`config.mk`:
```
export PLATFORM = sky130hd
export DESIGN_NAME = apb_arith_top
export DESIGN_NICKNAME = d
export VERILOG_FILES = /design/src/hdl/arith_pkg.sv /design/src/hdl/arith_if.sv /design/src/hdl/seq_divider.sv /design/src/hdl/seq_multiplier.sv /design/src/hdl/apb_arith_regs.sv /design/src/hdl/apb_arith_top.sv
export SDC_FILE = /design/constraint.sdc
export NUM_CORES = 1
export LEC_CHECK = 0
export BUFFER_PORTS_ARGS = -buffer_cell sky130_fd_sc_hd__buf_2
export CELL_PAD_IN_SITES_DETAIL_PLACEMENT = 1
export CELL_PAD_IN_SITES_GLOBAL_PLACEMENT = 2
export CORE_MARGIN = 2
export CORE_UTILIZATION = 33
export CTS_CLUSTER_SIZE = 10
export DETAILED_ROUTE_END_ITERATION = 10
export PLACE_DENSITY_LB_ADDON = 0.12
export SLEW_MARGIN = 20
export SYNTH_ARGS = -nofsm -noshare
export SYNTH_HDL_FRONTEND = slang
export SYNTH_SLANG_ARGS = --single-unit
```
`constraint.sdc`:
```
create_clock -name i_clk -period 6.15 [get_ports i_clk]
set_clock_uncertainty 0.1 [all_clocks]
set_input_delay 0.615 -clock i_clk [delete_from_list [all_inputs] [get_ports i_clk]]
set_output_delay 0.615 -clock i_clk [all_outputs]
set_load 0.005 [all_outputs]
```
`src/hdl/arith_pkg.sv`:
```
////////////////////////////////////////
// shared opcodes, engine states and APB register map
// offsets are byte addresses on an 8-bit paddr
// every register is one 32-bit word, full-word writes only
////////////////////////////////////////

package arith_pkg;

    typedef enum logic [1:0] {
        OP_DIVU = 2'd0,
        OP_DIV  = 2'd1,
        OP_MULU = 2'd2,
        OP_MUL  = 2'd3
    } arith_op_e;

    // both engines walk through the same four states
    typedef enum logic [1:0] {
        ST_IDLE = 2'd0,
        ST_LOAD = 2'd1,
        ST_CALC = 2'd2,
        ST_DONE = 2'd3
    } engine_state_e;

    localparam logic [7:0] ADDR_CTRL   = 8'h00;
    localparam logic [7:0] ADDR_OPA    = 8'h04;
    localparam logic [7:0] ADDR_OPB    = 8'h08;
    localparam logic [7:0] ADDR_STATUS = 8'h0C;
    localparam logic [7:0] ADDR_RES_LO = 8'h10;
    localparam logic [7:0] ADDR_RES_HI = 8'h14;

    localparam int CTRL_START_BIT = 8; // write one, self clearing

endpackage

```
`src/hdl/arith_if.sv`:
```
////////////////////////////////////////
// request/response link between the
// register block and one engine
// start only while busy is low, results
// stay put from done until next start
////////////////////////////////////////

`timescale 1ns/1ps

interface arith_if #(
    parameter int DATA_WIDTH = 8
) ();

    logic                    start;     // one-cycle pulse
    logic                    op_signed;
    logic [DATA_WIDTH-1 : 0] op_a;
    logic [DATA_WIDTH-1 : 0] op_b;
    logic [DATA_WIDTH-1 : 0] res_lo;
    logic [DATA_WIDTH-1 : 0] res_hi;
    logic                    done;      // one-cycle pulse
    logic                    busy;
    logic                    div_zero;  // divider only

    modport ctrl (
        output start, op_signed, op_a, op_b,
        input  res_lo, res_hi, done, busy, div_zero
    );

    modport engine (
        input  start, op_signed, op_a, op_b,
        output res_lo, res_hi, done, busy, div_zero
    );

endinterface

```
`src/hdl/seq_divider.sv`:
```
////////////////////////////////////////
// restoring shift-subtract divider, one quotient bit per cycle
// done comes DATA_WIDTH+2 cycles after start, 2 cycles on a zero divisor
// zero divisor: quotient all ones, remainder = dividend, div_zero set
// signed min / -1 wraps to min with remainder 0
// res_lo = quotient, res_hi = remainder
////////////////////////////////////////

`timescale 1ns/1ps

module seq_divider
    import arith_pkg::*;
#(
    parameter int DATA_WIDTH = 8
) (
    input  logic    i_clk,
    input  logic    i_rst_n,
    arith_if.engine bus
);

    localparam int CNT_W = $clog2(DATA_WIDTH);
    localparam int MSB   = DATA_WIDTH - 1;
    localparam int MSB2  = 2 * DATA_WIDTH - 1;

    engine_state_e state;
    logic [CNT_W-1 : 0] cnt;
    logic dz;

    logic [MSB2 : 0] part_rem;  // upper half stays clear
    logic [MSB2 : 0] div_sh;    // divisor, walks right one bit per step
    logic [MSB2 : 0] diff;
    logic [MSB : 0]  quot;
    logic [MSB : 0]  a_abs;
    logic [MSB : 0]  b_abs;
    logic            q_neg;
    logic            r_neg;
    logic            b_zero;

    assign a_abs  = (bus.op_signed && bus.op_a[MSB]) ? (~bus.op_a + 1'b1) : bus.op_a;
    assign b_abs  = (bus.op_signed && bus.op_b[MSB]) ? (~bus.op_b + 1'b1) : bus.op_b;
    assign diff   = part_rem - div_sh;
    assign b_zero = (div_sh == '0);

    always_ff @(posedge i_clk) begin
        if (!i_rst_n) begin
            state <= ST_IDLE;
            cnt   <= '0;
            dz    <= 1'b0;
        end else begin
            case (state)
                ST_IDLE: begin
                    if (bus.start) begin
                        state <= ST_LOAD;
                        dz    <= 1'b0;
                    end
                end
                ST_LOAD: begin
                    cnt <= '0;
                    if (b_zero) begin
                        state <= ST_DONE;   // nothing to iterate
                        dz    <= 1'b1;
                    end else begin
                        state <= ST_CALC;
                    end
                end
                ST_CALC: begin
                    cnt <= cnt + 1'b1;
                    if (cnt == CNT_W'(DATA_WIDTH - 1)) state <= ST_DONE;
                end
                default: state <= ST_IDLE;
            endcase
        end
    end

    always_ff @(posedge i_clk) begin
        case (state)
            ST_IDLE: begin
                if (bus.start) begin
                    part_rem <= {{DATA_WIDTH{1'b0}}, a_abs};
                    div_sh   <= {1'b0, b_abs, {(DATA_WIDTH - 1){1'b0}}};
                    q_neg    <= bus.op_signed & (bus.op_a[MSB] ^ bus.op_b[MSB]);
                    r_neg    <= bus.op_signed & bus.op_a[MSB]; // follows dividend
                end
            end
            ST_LOAD: begin
                // zero divisor: all ones out unnegated, remainder sign restores dividend
                quot <= b_zero ? '1 : '0;
                if (b_zero) q_neg <= 1'b0;
            end
            ST_CALC: begin
                quot   <= {quot[MSB-1 : 0], ~diff[MSB2]};
                div_sh <= div_sh >> 1;
                if (!diff[MSB2]) part_rem <= diff;  // keep on no borrow
            end
            default: begin
            end
        endcase
    end

    assign bus.res_lo   = q_neg ? (~quot + 1'b1) : quot;
    assign bus.res_hi   = r_neg ? (~part_rem[MSB : 0] + 1'b1) : part_rem[MSB : 0];
    assign bus.done     = (state == ST_DONE);
    assign bus.busy     = (state != ST_IDLE);
    assign bus.div_zero = dz;

    // the register block must hold off a new start while we run
    a_no_start_busy: assert property (
        @(posedge i_clk) disable iff (!i_rst_n) bus.start |-> !bus.busy
    );

endmodule

```
`src/hdl/seq_multiplier.sv`:
```
////////////////////////////////////////
// shift-add multiplier, one multiplier bit per cycle
// done comes DATA_WIDTH+2 cycles after start
// full double-width product split over res_hi:res_lo
////////////////////////////////////////

`timescale 1ns/1ps

module seq_multiplier
    import arith_pkg::*;
#(
    parameter int DATA_WIDTH = 8
) (
    input  logic    i_clk,
    input  logic    i_rst_n,
    arith_if.engine bus
);

    localparam int CNT_W = $clog2(DATA_WIDTH);
    localparam int MSB   = DATA_WIDTH - 1;
    localparam int MSB2  = 2 * DATA_WIDTH - 1;

    engine_state_e state;
    logic [CNT_W-1 : 0] cnt;

    logic [MSB2 : 0] mcand;     // shifted left each step
    logic [MSB2 : 0] acc;
    logic [MSB2 : 0] prod;
    logic [MSB : 0]  mplier;
    logic [MSB : 0]  a_abs;
    logic [MSB : 0]  b_abs;
    logic            p_neg;

    assign a_abs = (bus.op_signed && bus.op_a[MSB]) ? (~bus.op_a + 1'b1) : bus.op_a;
    assign b_abs = (bus.op_signed && bus.op_b[MSB]) ? (~bus.op_b + 1'b1) : bus.op_b;

    always_ff @(posedge i_clk) begin
        if (!i_rst_n) begin
            state <= ST_IDLE;
            cnt   <= '0;
        end else begin
            case (state)
                ST_IDLE: if (bus.start) state <= ST_LOAD;
                ST_LOAD: begin
                    cnt   <= '0;
                    state <= ST_CALC;
                end
                ST_CALC: begin
                    cnt <= cnt + 1'b1;
                    if (cnt == CNT_W'(DATA_WIDTH - 1)) state <= ST_DONE;
                end
                default: state <= ST_IDLE;
            endcase
        end
    end

    always_ff @(posedge i_clk) begin
        case (state)
            ST_IDLE: begin
                if (bus.start) begin
                    mcand  <= {{DATA_WIDTH{1'b0}}, a_abs};
                    mplier <= b_abs;
                    p_neg  <= bus.op_signed & (bus.op_a[MSB] ^ bus.op_b[MSB]);
                end
            end
            ST_LOAD: acc <= '0;
            ST_CALC: begin
                if (mplier[0]) acc <= acc + mcand;
                mcand  <= mcand << 1;
                mplier <= mplier >> 1;
            end
            default: begin
            end
        endcase
    end

    assign prod = p_neg ? (~acc + 1'b1) : acc;

    assign bus.res_lo   = prod[MSB : 0];
    assign bus.res_hi   = prod[MSB2 : DATA_WIDTH];
    assign bus.done     = (state == ST_DONE);
    assign bus.busy     = (state != ST_IDLE);
    assign bus.div_zero = 1'b0;             // no such case here

    // each done pulse answers the start pulse DATA_WIDTH+2 cycles earlier
    a_done_pulse: assert property (
        @(posedge i_clk) disable iff (!i_rst_n) bus.done |-> $past(bus.start, DATA_WIDTH + 2)
    );

endmodule

```
`src/hdl/apb_arith_regs.sv`:
```
////////////////////////////////////////
// APB register block, zero wait states
// pslverr on unmapped address or start while busy
// CTRL writes are dropped while busy
// results are zero-extended to 32 bits
////////////////////////////////////////

`timescale 1ns/1ps

module apb_arith_regs
    import arith_pkg::*;
#(
    parameter int DATA_WIDTH = 8
) (
    input  logic          i_clk,
    input  logic          i_rst_n,
    input  logic          i_psel,
    input  logic          i_penable,
    input  logic          i_pwrite,
    input  logic [7 : 0]  i_paddr,
    input  logic [31 : 0] i_pwdata,
    output logic [31 : 0] o_prdata,
    output logic          o_pslverr,
    arith_if.ctrl         div_bus,
    arith_if.ctrl         mul_bus
);

    localparam int PAD = 32 - DATA_WIDTH;

    arith_op_e op_q;
    logic [DATA_WIDTH-1 : 0] opa_q;
    logic [DATA_WIDTH-1 : 0] opb_q;
    logic [31 : 0] res_lo_q;
    logic [31 : 0] res_hi_q;
    logic start_q;
    logic run_q;    // set at accepted start, covers gap before engine busy
    logic done_q;
    logic dz_q;

    logic access;
    logic wr_en;
    logic addr_ok;
    logic stat_busy;
    logic start_req;
    logic ctrl_wr;
    logic sel_div;

    assign access    = i_psel & i_penable;
    assign wr_en     = access & i_pwrite;
    assign stat_busy = run_q | div_bus.busy | mul_bus.busy;
    assign start_req = wr_en & (i_paddr == ADDR_CTRL) & i_pwdata[CTRL_START_BIT];
    assign ctrl_wr   = wr_en & (i_paddr == ADDR_CTRL) & !stat_busy;
    assign sel_div   = (op_q == OP_DIVU) || (op_q == OP_DIV);
    assign o_pslverr = access & (!addr_ok | (start_req & stat_busy));

    always_comb begin
        addr_ok = 1'b1;
        case (i_paddr)
            ADDR_CTRL:   o_prdata = {30'b0, op_q};  // start always reads 0
            ADDR_OPA:    o_prdata = {{PAD{1'b0}}, opa_q};
            ADDR_OPB:    o_prdata = {{PAD{1'b0}}, opb_q};
            ADDR_STATUS: o_prdata = {29'b0, dz_q, done_q, stat_busy};
            ADDR_RES_LO: o_prdata = res_lo_q;
            ADDR_RES_HI: o_prdata = res_hi_q;
            default: begin
                o_prdata = 32'b0;
                addr_ok  = 1'b0;
            end
        endcase
    end

    always_ff @(posedge i_clk) begin
        if (!i_rst_n) begin
            op_q     <= OP_DIVU;
            start_q  <= 1'b0;
            run_q    <= 1'b0;
            done_q   <= 1'b0;
            dz_q     <= 1'b0;
            res_lo_q <= 32'b0;
            res_hi_q <= 32'b0;
        end else begin
            start_q <= ctrl_wr & i_pwdata[CTRL_START_BIT];
            if (ctrl_wr) op_q <= arith_op_e'(i_pwdata[1 : 0]);
            if (ctrl_wr && i_pwdata[CTRL_START_BIT]) begin
                run_q  <= 1'b1;
                done_q <= 1'b0;
                dz_q   <= 1'b0;
            end else if (div_bus.done) begin
                run_q    <= 1'b0;
                done_q   <= 1'b1;
                dz_q     <= div_bus.div_zero;
                res_lo_q <= {{PAD{1'b0}}, div_bus.res_lo};
                res_hi_q <= {{PAD{1'b0}}, div_bus.res_hi};
            end else if (mul_bus.done) begin
                run_q    <= 1'b0;
                done_q   <= 1'b1;
                res_lo_q <= {{PAD{1'b0}}, mul_bus.res_lo};
                res_hi_q <= {{PAD{1'b0}}, mul_bus.res_hi};
            end
        end
    end

    // engines latch operands on their start, so later writes are harmless
    always_ff @(posedge i_clk) begin
        if (wr_en && i_paddr == ADDR_OPA) opa_q <= i_pwdata[DATA_WIDTH-1 : 0];
        if (wr_en && i_paddr == ADDR_OPB) opb_q <= i_pwdata[DATA_WIDTH-1 : 0];
    end

    assign div_bus.start     = start_q & sel_div;
    assign mul_bus.start     = start_q & !sel_div;
    assign div_bus.op_signed = (op_q == OP_DIV) || (op_q == OP_MUL);
    assign mul_bus.op_signed = div_bus.op_signed;
    assign div_bus.op_a      = opa_q;
    assign div_bus.op_b      = opb_q;
    assign mul_bus.op_a      = opa_q;
    assign mul_bus.op_b      = opb_q;

    a_one_engine: assert property (
        @(posedge i_clk) disable iff (!i_rst_n) !(div_bus.busy && mul_bus.busy)
    );

endmodule

```
`src/hdl/apb_arith_top.sv`:
```
////////////////////////////////////////
// APB arithmetic unit, divider and multiplier
// DATA_WIDTH from 4 to 16
// one operation in flight, poll STATUS for done
////////////////////////////////////////

`timescale 1ns/1ps

module apb_arith_top #(
    parameter int DATA_WIDTH = 8
) (
    input  logic          i_clk,
    input  logic          i_rst_n,
    input  logic          i_psel,
    input  logic          i_penable,
    input  logic          i_pwrite,
    input  logic [7 : 0]  i_paddr,
    input  logic [31 : 0] i_pwdata,
    output logic [31 : 0] o_prdata,
    output logic          o_pslverr
);

    arith_if #(.DATA_WIDTH(DATA_WIDTH)) div_bus ();
    arith_if #(.DATA_WIDTH(DATA_WIDTH)) mul_bus ();

    apb_arith_regs #(
        .DATA_WIDTH(DATA_WIDTH)
    ) u_regs (
        .i_clk     (i_clk),
        .i_rst_n   (i_rst_n),
        .i_psel    (i_psel),
        .i_penable (i_penable),
        .i_pwrite  (i_pwrite),
        .i_paddr   (i_paddr),
        .i_pwdata  (i_pwdata),
        .o_prdata  (o_prdata),
        .o_pslverr (o_pslverr),
        .div_bus   (div_bus),
        .mul_bus   (mul_bus)
    );

    seq_divider #(
        .DATA_WIDTH(DATA_WIDTH)
    ) u_div (
        .i_clk   (i_clk),
        .i_rst_n (i_rst_n),
        .bus     (div_bus)
    );

    seq_multiplier #(
        .DATA_WIDTH(DATA_WIDTH)
    ) u_mul (
        .i_clk   (i_clk),
        .i_rst_n (i_rst_n),
        .bus     (mul_bus)
    );

endmodule

```
# Word level (Yosys, flattened, before mapping)
# Cells that the tools add are included.
[word_totals]
out_inout_bits = 33
regBits = 180
in_bits = 45
word_cells = 158
[classes]
n_bitwise = 24
n_mux = 44
reduce_logical = 36
addsub = 9
n_eq_ne = 22
[op_table]
columns = ["operator", "count"]
rows = [
  ["32-bit one-hot mux with 6 select lines", 1],
  ["32-bit two-way mux", 4],
  ["16-bit one-hot mux with 2 select lines", 4],
  ["16-bit two-way mux", 6],
  ["8-bit two-way mux", 6],
  ["8-bit by 1-bit adder with 8-bit output (second input constant)", 4],
  ["8-bit NOT", 4],
  ["8-bit one-hot mux with 2 select lines", 2],
  ["16-bit by 1-bit adder with 16-bit output (second input constant)", 1],
  ["16-bit adder", 1],
  ["8-bit by 4-bit == test with 1-bit output (second input constant)", 2],
  ["8-bit by 5-bit == test with 1-bit output (second input constant)", 2],
  ["16-bit zero test", 1],
  ["16-bit NOT", 1],
  ["2-bit AND reduction", 8],
  ["2-bit nonzero test", 8],
  ["16-bit subtractor", 1],
  ["1-bit bitwise AND", 12],
  ["2-bit one-hot mux with 3 select lines", 2],
  ["3-bit one-hot mux with 2 select lines", 2],
  ["1-bit two-way mux", 11],
  ["2-bit == test (second input constant)", 5],
  ["8-bit by 3-bit == test with 1-bit output (second input constant)", 1],
  ["8-bit zero test", 1],
  ["other kinds (18)", 45],
]

# Depth between registers and ports, before layout
[depth]
word_depth = 8
ltp_mapped = 9
ltp_nobuf = 9

# By module
# A second synthesis with hierarchy kept.
[unflattened]
cells_unflattened = 977
area_unflattened_um2 = 8954.8
[by_module_without_submodules]
columns = ["mod", "cells_per_inst", "instances", "area_each_um2", "seq_area_each_um2"]
rows = [
  ["seq_divider", 364, 1, 3342.0, 1321.3],
  ["seq_multiplier", 321, 1, 3190.6, 1331.3],
  ["apb_arith_regs", 292, 1, 2422.3, 920.9],
]

# Worst setup path before layout
# No wires, ideal clock.
[synth_path]
path_kind = "reg2reg"
from = "register u_div.state[0]"
to = "register u_div.part_rem[0], enable pin"
synth_period_minus_slack_ns = 3.510
arrival_time_ns = 3.024
path_slack_ns = 2.640
stages_incl_launch_ff = 8
path_cell_list = "dfxtp_1 > inv_1 > ha_1 > clkbuf_1 > inv_2 > o21ai_0 > o21ai_0 > nor2_1"
[synth_between]
elab_chain_len = 3
word_cells_on_any_way = 6
cone_classes = "3 x eq/ne; 3 x reduce/logical"
[synth_lines]
columns = ["item", "line_no", "text"]
rows = [
  ["start, declared", "seq_divider.sv:25", "engine_state_e state;"],
  ["start signal, assigned", "seq_divider.sv:46", "state <= ST_IDLE;"],
  ["start signal, assigned", "seq_divider.sv:53", "state <= ST_LOAD;"],
  ["start signal, assigned", "seq_divider.sv:60", "state <= ST_DONE;"],
  ["2-bit == test / 2-bit zero test (equally long branches)", "seq_divider.sv:76", "case (state)"],
  ["2-bit inequality test (no line) / 2-bit nonzero test (equally long branches)", "n/a", ""],
  ["3-bit AND reduction (no line) *", "n/a", ""],
  ["end signal, assigned", "seq_divider.sv:79", "part_rem <= {{DATA_WIDTH{1'b0}}, a_abs};"],
  ["end signal, assigned", "seq_divider.sv:93", "if (!diff[MSB2]) part_rem <= diff;"],
  ["end, declared", "seq_divider.sv:29", "logic [MSB2 : 0] part_rem;"],
]
# Every way passes the cells marked *; elsewhere a longest branch is shown, timed or not.
# A chain may end at the register's enable or synchronous reset.

# Worst setup path in the final report
[layout_path]
from = "register u_div.part_rem[2]"
to = "register u_div.part_rem[5], enable pin"
[layout_between]
elab_chain_len = 3
[layout_lines]
columns = ["item", "line_no", "text"]
rows = [
  ["16-bit subtractor", "seq_divider.sv:41", "assign diff = part_rem - div_sh;"],
  ["2-bit inequality test (no line)", "n/a", ""],
  ["3-bit AND reduction (no line)", "n/a", ""],
]
# No other way between the ends.

==> reports/results.txt <==
Switching fraction of total power: 0.273
Die area: 0.0255 mm^2
Crit path time final: 3520 ps
CP Cell Sequence: ha_1 > o21ai_0 > a21oi_1 > o31ai_1 > o31ai_1 > a41oi_1 > nor2_1 > buf_4
Worst Hold Class: in2reg
Hold endpoint: u_regs.div_bus.op_a[4]
Initial Util: 0.332
CP max-delay cell: nor2_1
Avg Synthesized Cell Area: 9.79 um^2
Synth Instances: 819
CP endpoint kind: register
Combinational Power Share: 0.130
Placed cell count: 1145
Clk root buf: clkbuf_16
# resized after CTS: 0
Hold Crit Start: i_pwdata[4]
Status: completed
Cell variety after synth: 66
Net Switching: 0.000651 W
Synth top area cells: edfxtp_1 (36%), dfxtp_1 (8.2%), ha_1 (7.3%)
1st-iter DRT viols: 387
Seq pwr share: 0.432
Final Core Density: 0.374
Pwr dens: 264 mW/mm^2
Initial DRT Pass Iterations: 6
Rows: 57
Clk network pwr share: 0.438
Leakage Power: 3.46 nW
Worst skew pair latency: 420 ps
Flop-to-flop setup slack: 2630 ps
Post-synth EDFFs: 97
Cell-internal power: 0.00173 W
GR Overflow Total: 0
CTS Buf Count: 17
Setup-failing EPs final: 0
RR Startpoint: u_div.part_rem[2]
Critical path arrival: 3550 ps
Asr flop ratio synth: 0
Crit path kind: reg2reg
CTS clk-pin slew, worst paths: 60 ps
Core Box Area: 0.0241 mm^2
# fillers: 2779
Overall Global Routing Usage: 0.187
Post-synthesis cell area: 0.00801 mm^2
Top-count cell post-synth: edfxtp_1
Total number of yosys warnings: 0
Synth Flop Type: edfxtp_1
Antenna diode count: 0
Total power: 0.00238 W
Maximum VDD drop: 147 uV
Slew Limit Fails: 0
Unrepaired setup endpoints after global routing: no
FF-to-FF End: u_div.part_rem[5]
Num ports: 78
First-pass GRT wire length: 37100 um
Drt total wl: 23200 um
Post-CTS Setup Inserts: 0
CP required: 6170 ps
CTS tree: done
Post-synth top cells: edfxtp_1 (97), nor2_1 (74), nand2_1 (64)
TNS Setup: 0 ps
I/O Buffers: 30
Drt drc: 0
Initial antenna violation count: 0
Dpl hpwl: 17200 um
Final Hold Viols: 0
Fraction of layout cells with a size suffix above 1: 0.114
Slew @ Worst Pin: 905 ps
Hold Path Depth: 1
Fin nets: 934
Post-DRT Antenna Nets: 0
WL/cell: 19.7 um
Synth top area share: 0.363
Worst-case reg-to-reg path depth: 8
DR vias/cell: 5.24
CP max stage delay: 570 ps
Clk buf depth: 2
CTS sink cnt: 130
CP Launch Type: register
Area taken by multi-input logic gates: 0.00407 mm^2
Yosys reg bits: 130
Crit-path max FO: 9
Placer Congestion: 0.816
FF/Latch Area: 0.00357 mm^2
Die X: 160 um
CTS Hold Bufs: 0
Final worst slack: 2630 ps
Period utilization: 0.573
Die Height: 160 um
Number of global-route vias before repair: 6553
H-tree depth: 4
Fmax: 284 MHz
Slew HR: 0.395
Fin cells: 1177
Crit path max-delay family: compound AO/OA/AOI/OAI gates
Vias: 6165
Sequential area share after synthesis: 0.446
Area Growth Syn to Fin: 12.4%
Max Cap Viol: 0
Largest net degree at the start of global routing: 45
CP most frequent cell: o31ai_1
Post-Place Worst Slack: 2640 ps
Cell type with the largest total area after synthesis: edfxtp_1
Bufs and invs on worst path: 1
worst max path at each step:
stage	start	to	slack, ps	cells after the start
4_1_cts	u_div.part_rem[2]	u_div.part_rem[6]	2630	8
6_report	u_div.part_rem[2]	u_div.part_rem[5]	2630	8
5_1_grt	u_div.part_rem[2]	u_div.part_rem[6]	2450	8
3_5_place_dp	u_div.part_rem[2]	u_div.part_rem[5]	2640	8
2_1_floorplan	u_div.state[0]	u_div.part_rem[0]	2640	7
3_3_place_gp	u_div.part_rem[2]	u_div.part_rem[2]	2730	8
per-stage QoR:
step                      cell area (um^2)  hold slack [ps]
after global routing                  9010              306
final                                 9010              312
after global placement                8410              343
after CTS                             9010              307
after detailed placement              8420              348
after floorplan                       8100              319
kinds of logic (layout without fill, tap and decap cells):
family          after synthesis  in the layout  synth area share
simple gates                240            240             0.145
compound gates              214            214             0.171
flops                       130            130             0.446
buf+inv                     103            114            0.0598
fa+ha+maj                    49             49            0.0784
xor+xnor                     46             46            0.0503
mux                          36             36            0.0490
other cells                   1             24          0.000468
state kept, by name, indices dropped and copies added, names as in the netlist, 8 cells and up:
name,flops
u_div.div_sh,15
u_div.part_rem,15
u_div.quot,8
u_mul.acc,16
u_mul.mcand,16
u_mul.mplier,8
u_regs.div_bus.op_a,8
u_regs.div_bus.op_b,8
u_regs.res_hi_q,8
u_regs.res_lo_q,8
cell type report:
type | instances | share of cell area
timing repair buffer | 35 | 0.0208
inverter | 47 | 0.0196
sequential | 130 | 0.397
tap | 324 | 0.0450
multi-input combinational | 609 | 0.452
clock buffer | 17 | 0.0472
clock inverter | 15 | 0.0186
per-layer routing:
layer | global-route usage | up-vias | part of all wire
li1 | - | 2977 | -
met1 | 0.247 | 3078 | 0.47
met2 | 0.315 | 91 | 0.49
met3 | 0.0314 | 19 | 0.028
met4 | 0.0524 | 0 | 0.013
met5 | 0 | - | 0
placed cells by master, fill, tap and decap left out, types with 28 or more instances in the layout:
master,instances
o21ai_0,57
nor2_1,74
edfxtp_1,97
ha_1,47
xnor2_1,28
inv_1,45
a21oi_1,52
dfxtp_1,33
nand2_1,64
buf_2,30
power by group through the flow:
stage               Sequential [W]  Clock, W  Combinational [W]
detailed placement         0.00105         0           0.000311
CTS                        0.00103   0.00107           0.000314
global route               0.00103   0.00110           0.000350
finish                     0.00103   0.00104           0.000310
global placement           0.00105         0           0.000301
floorplan                  0.00103         0           0.000239
(Power assumes the default switching activity.)
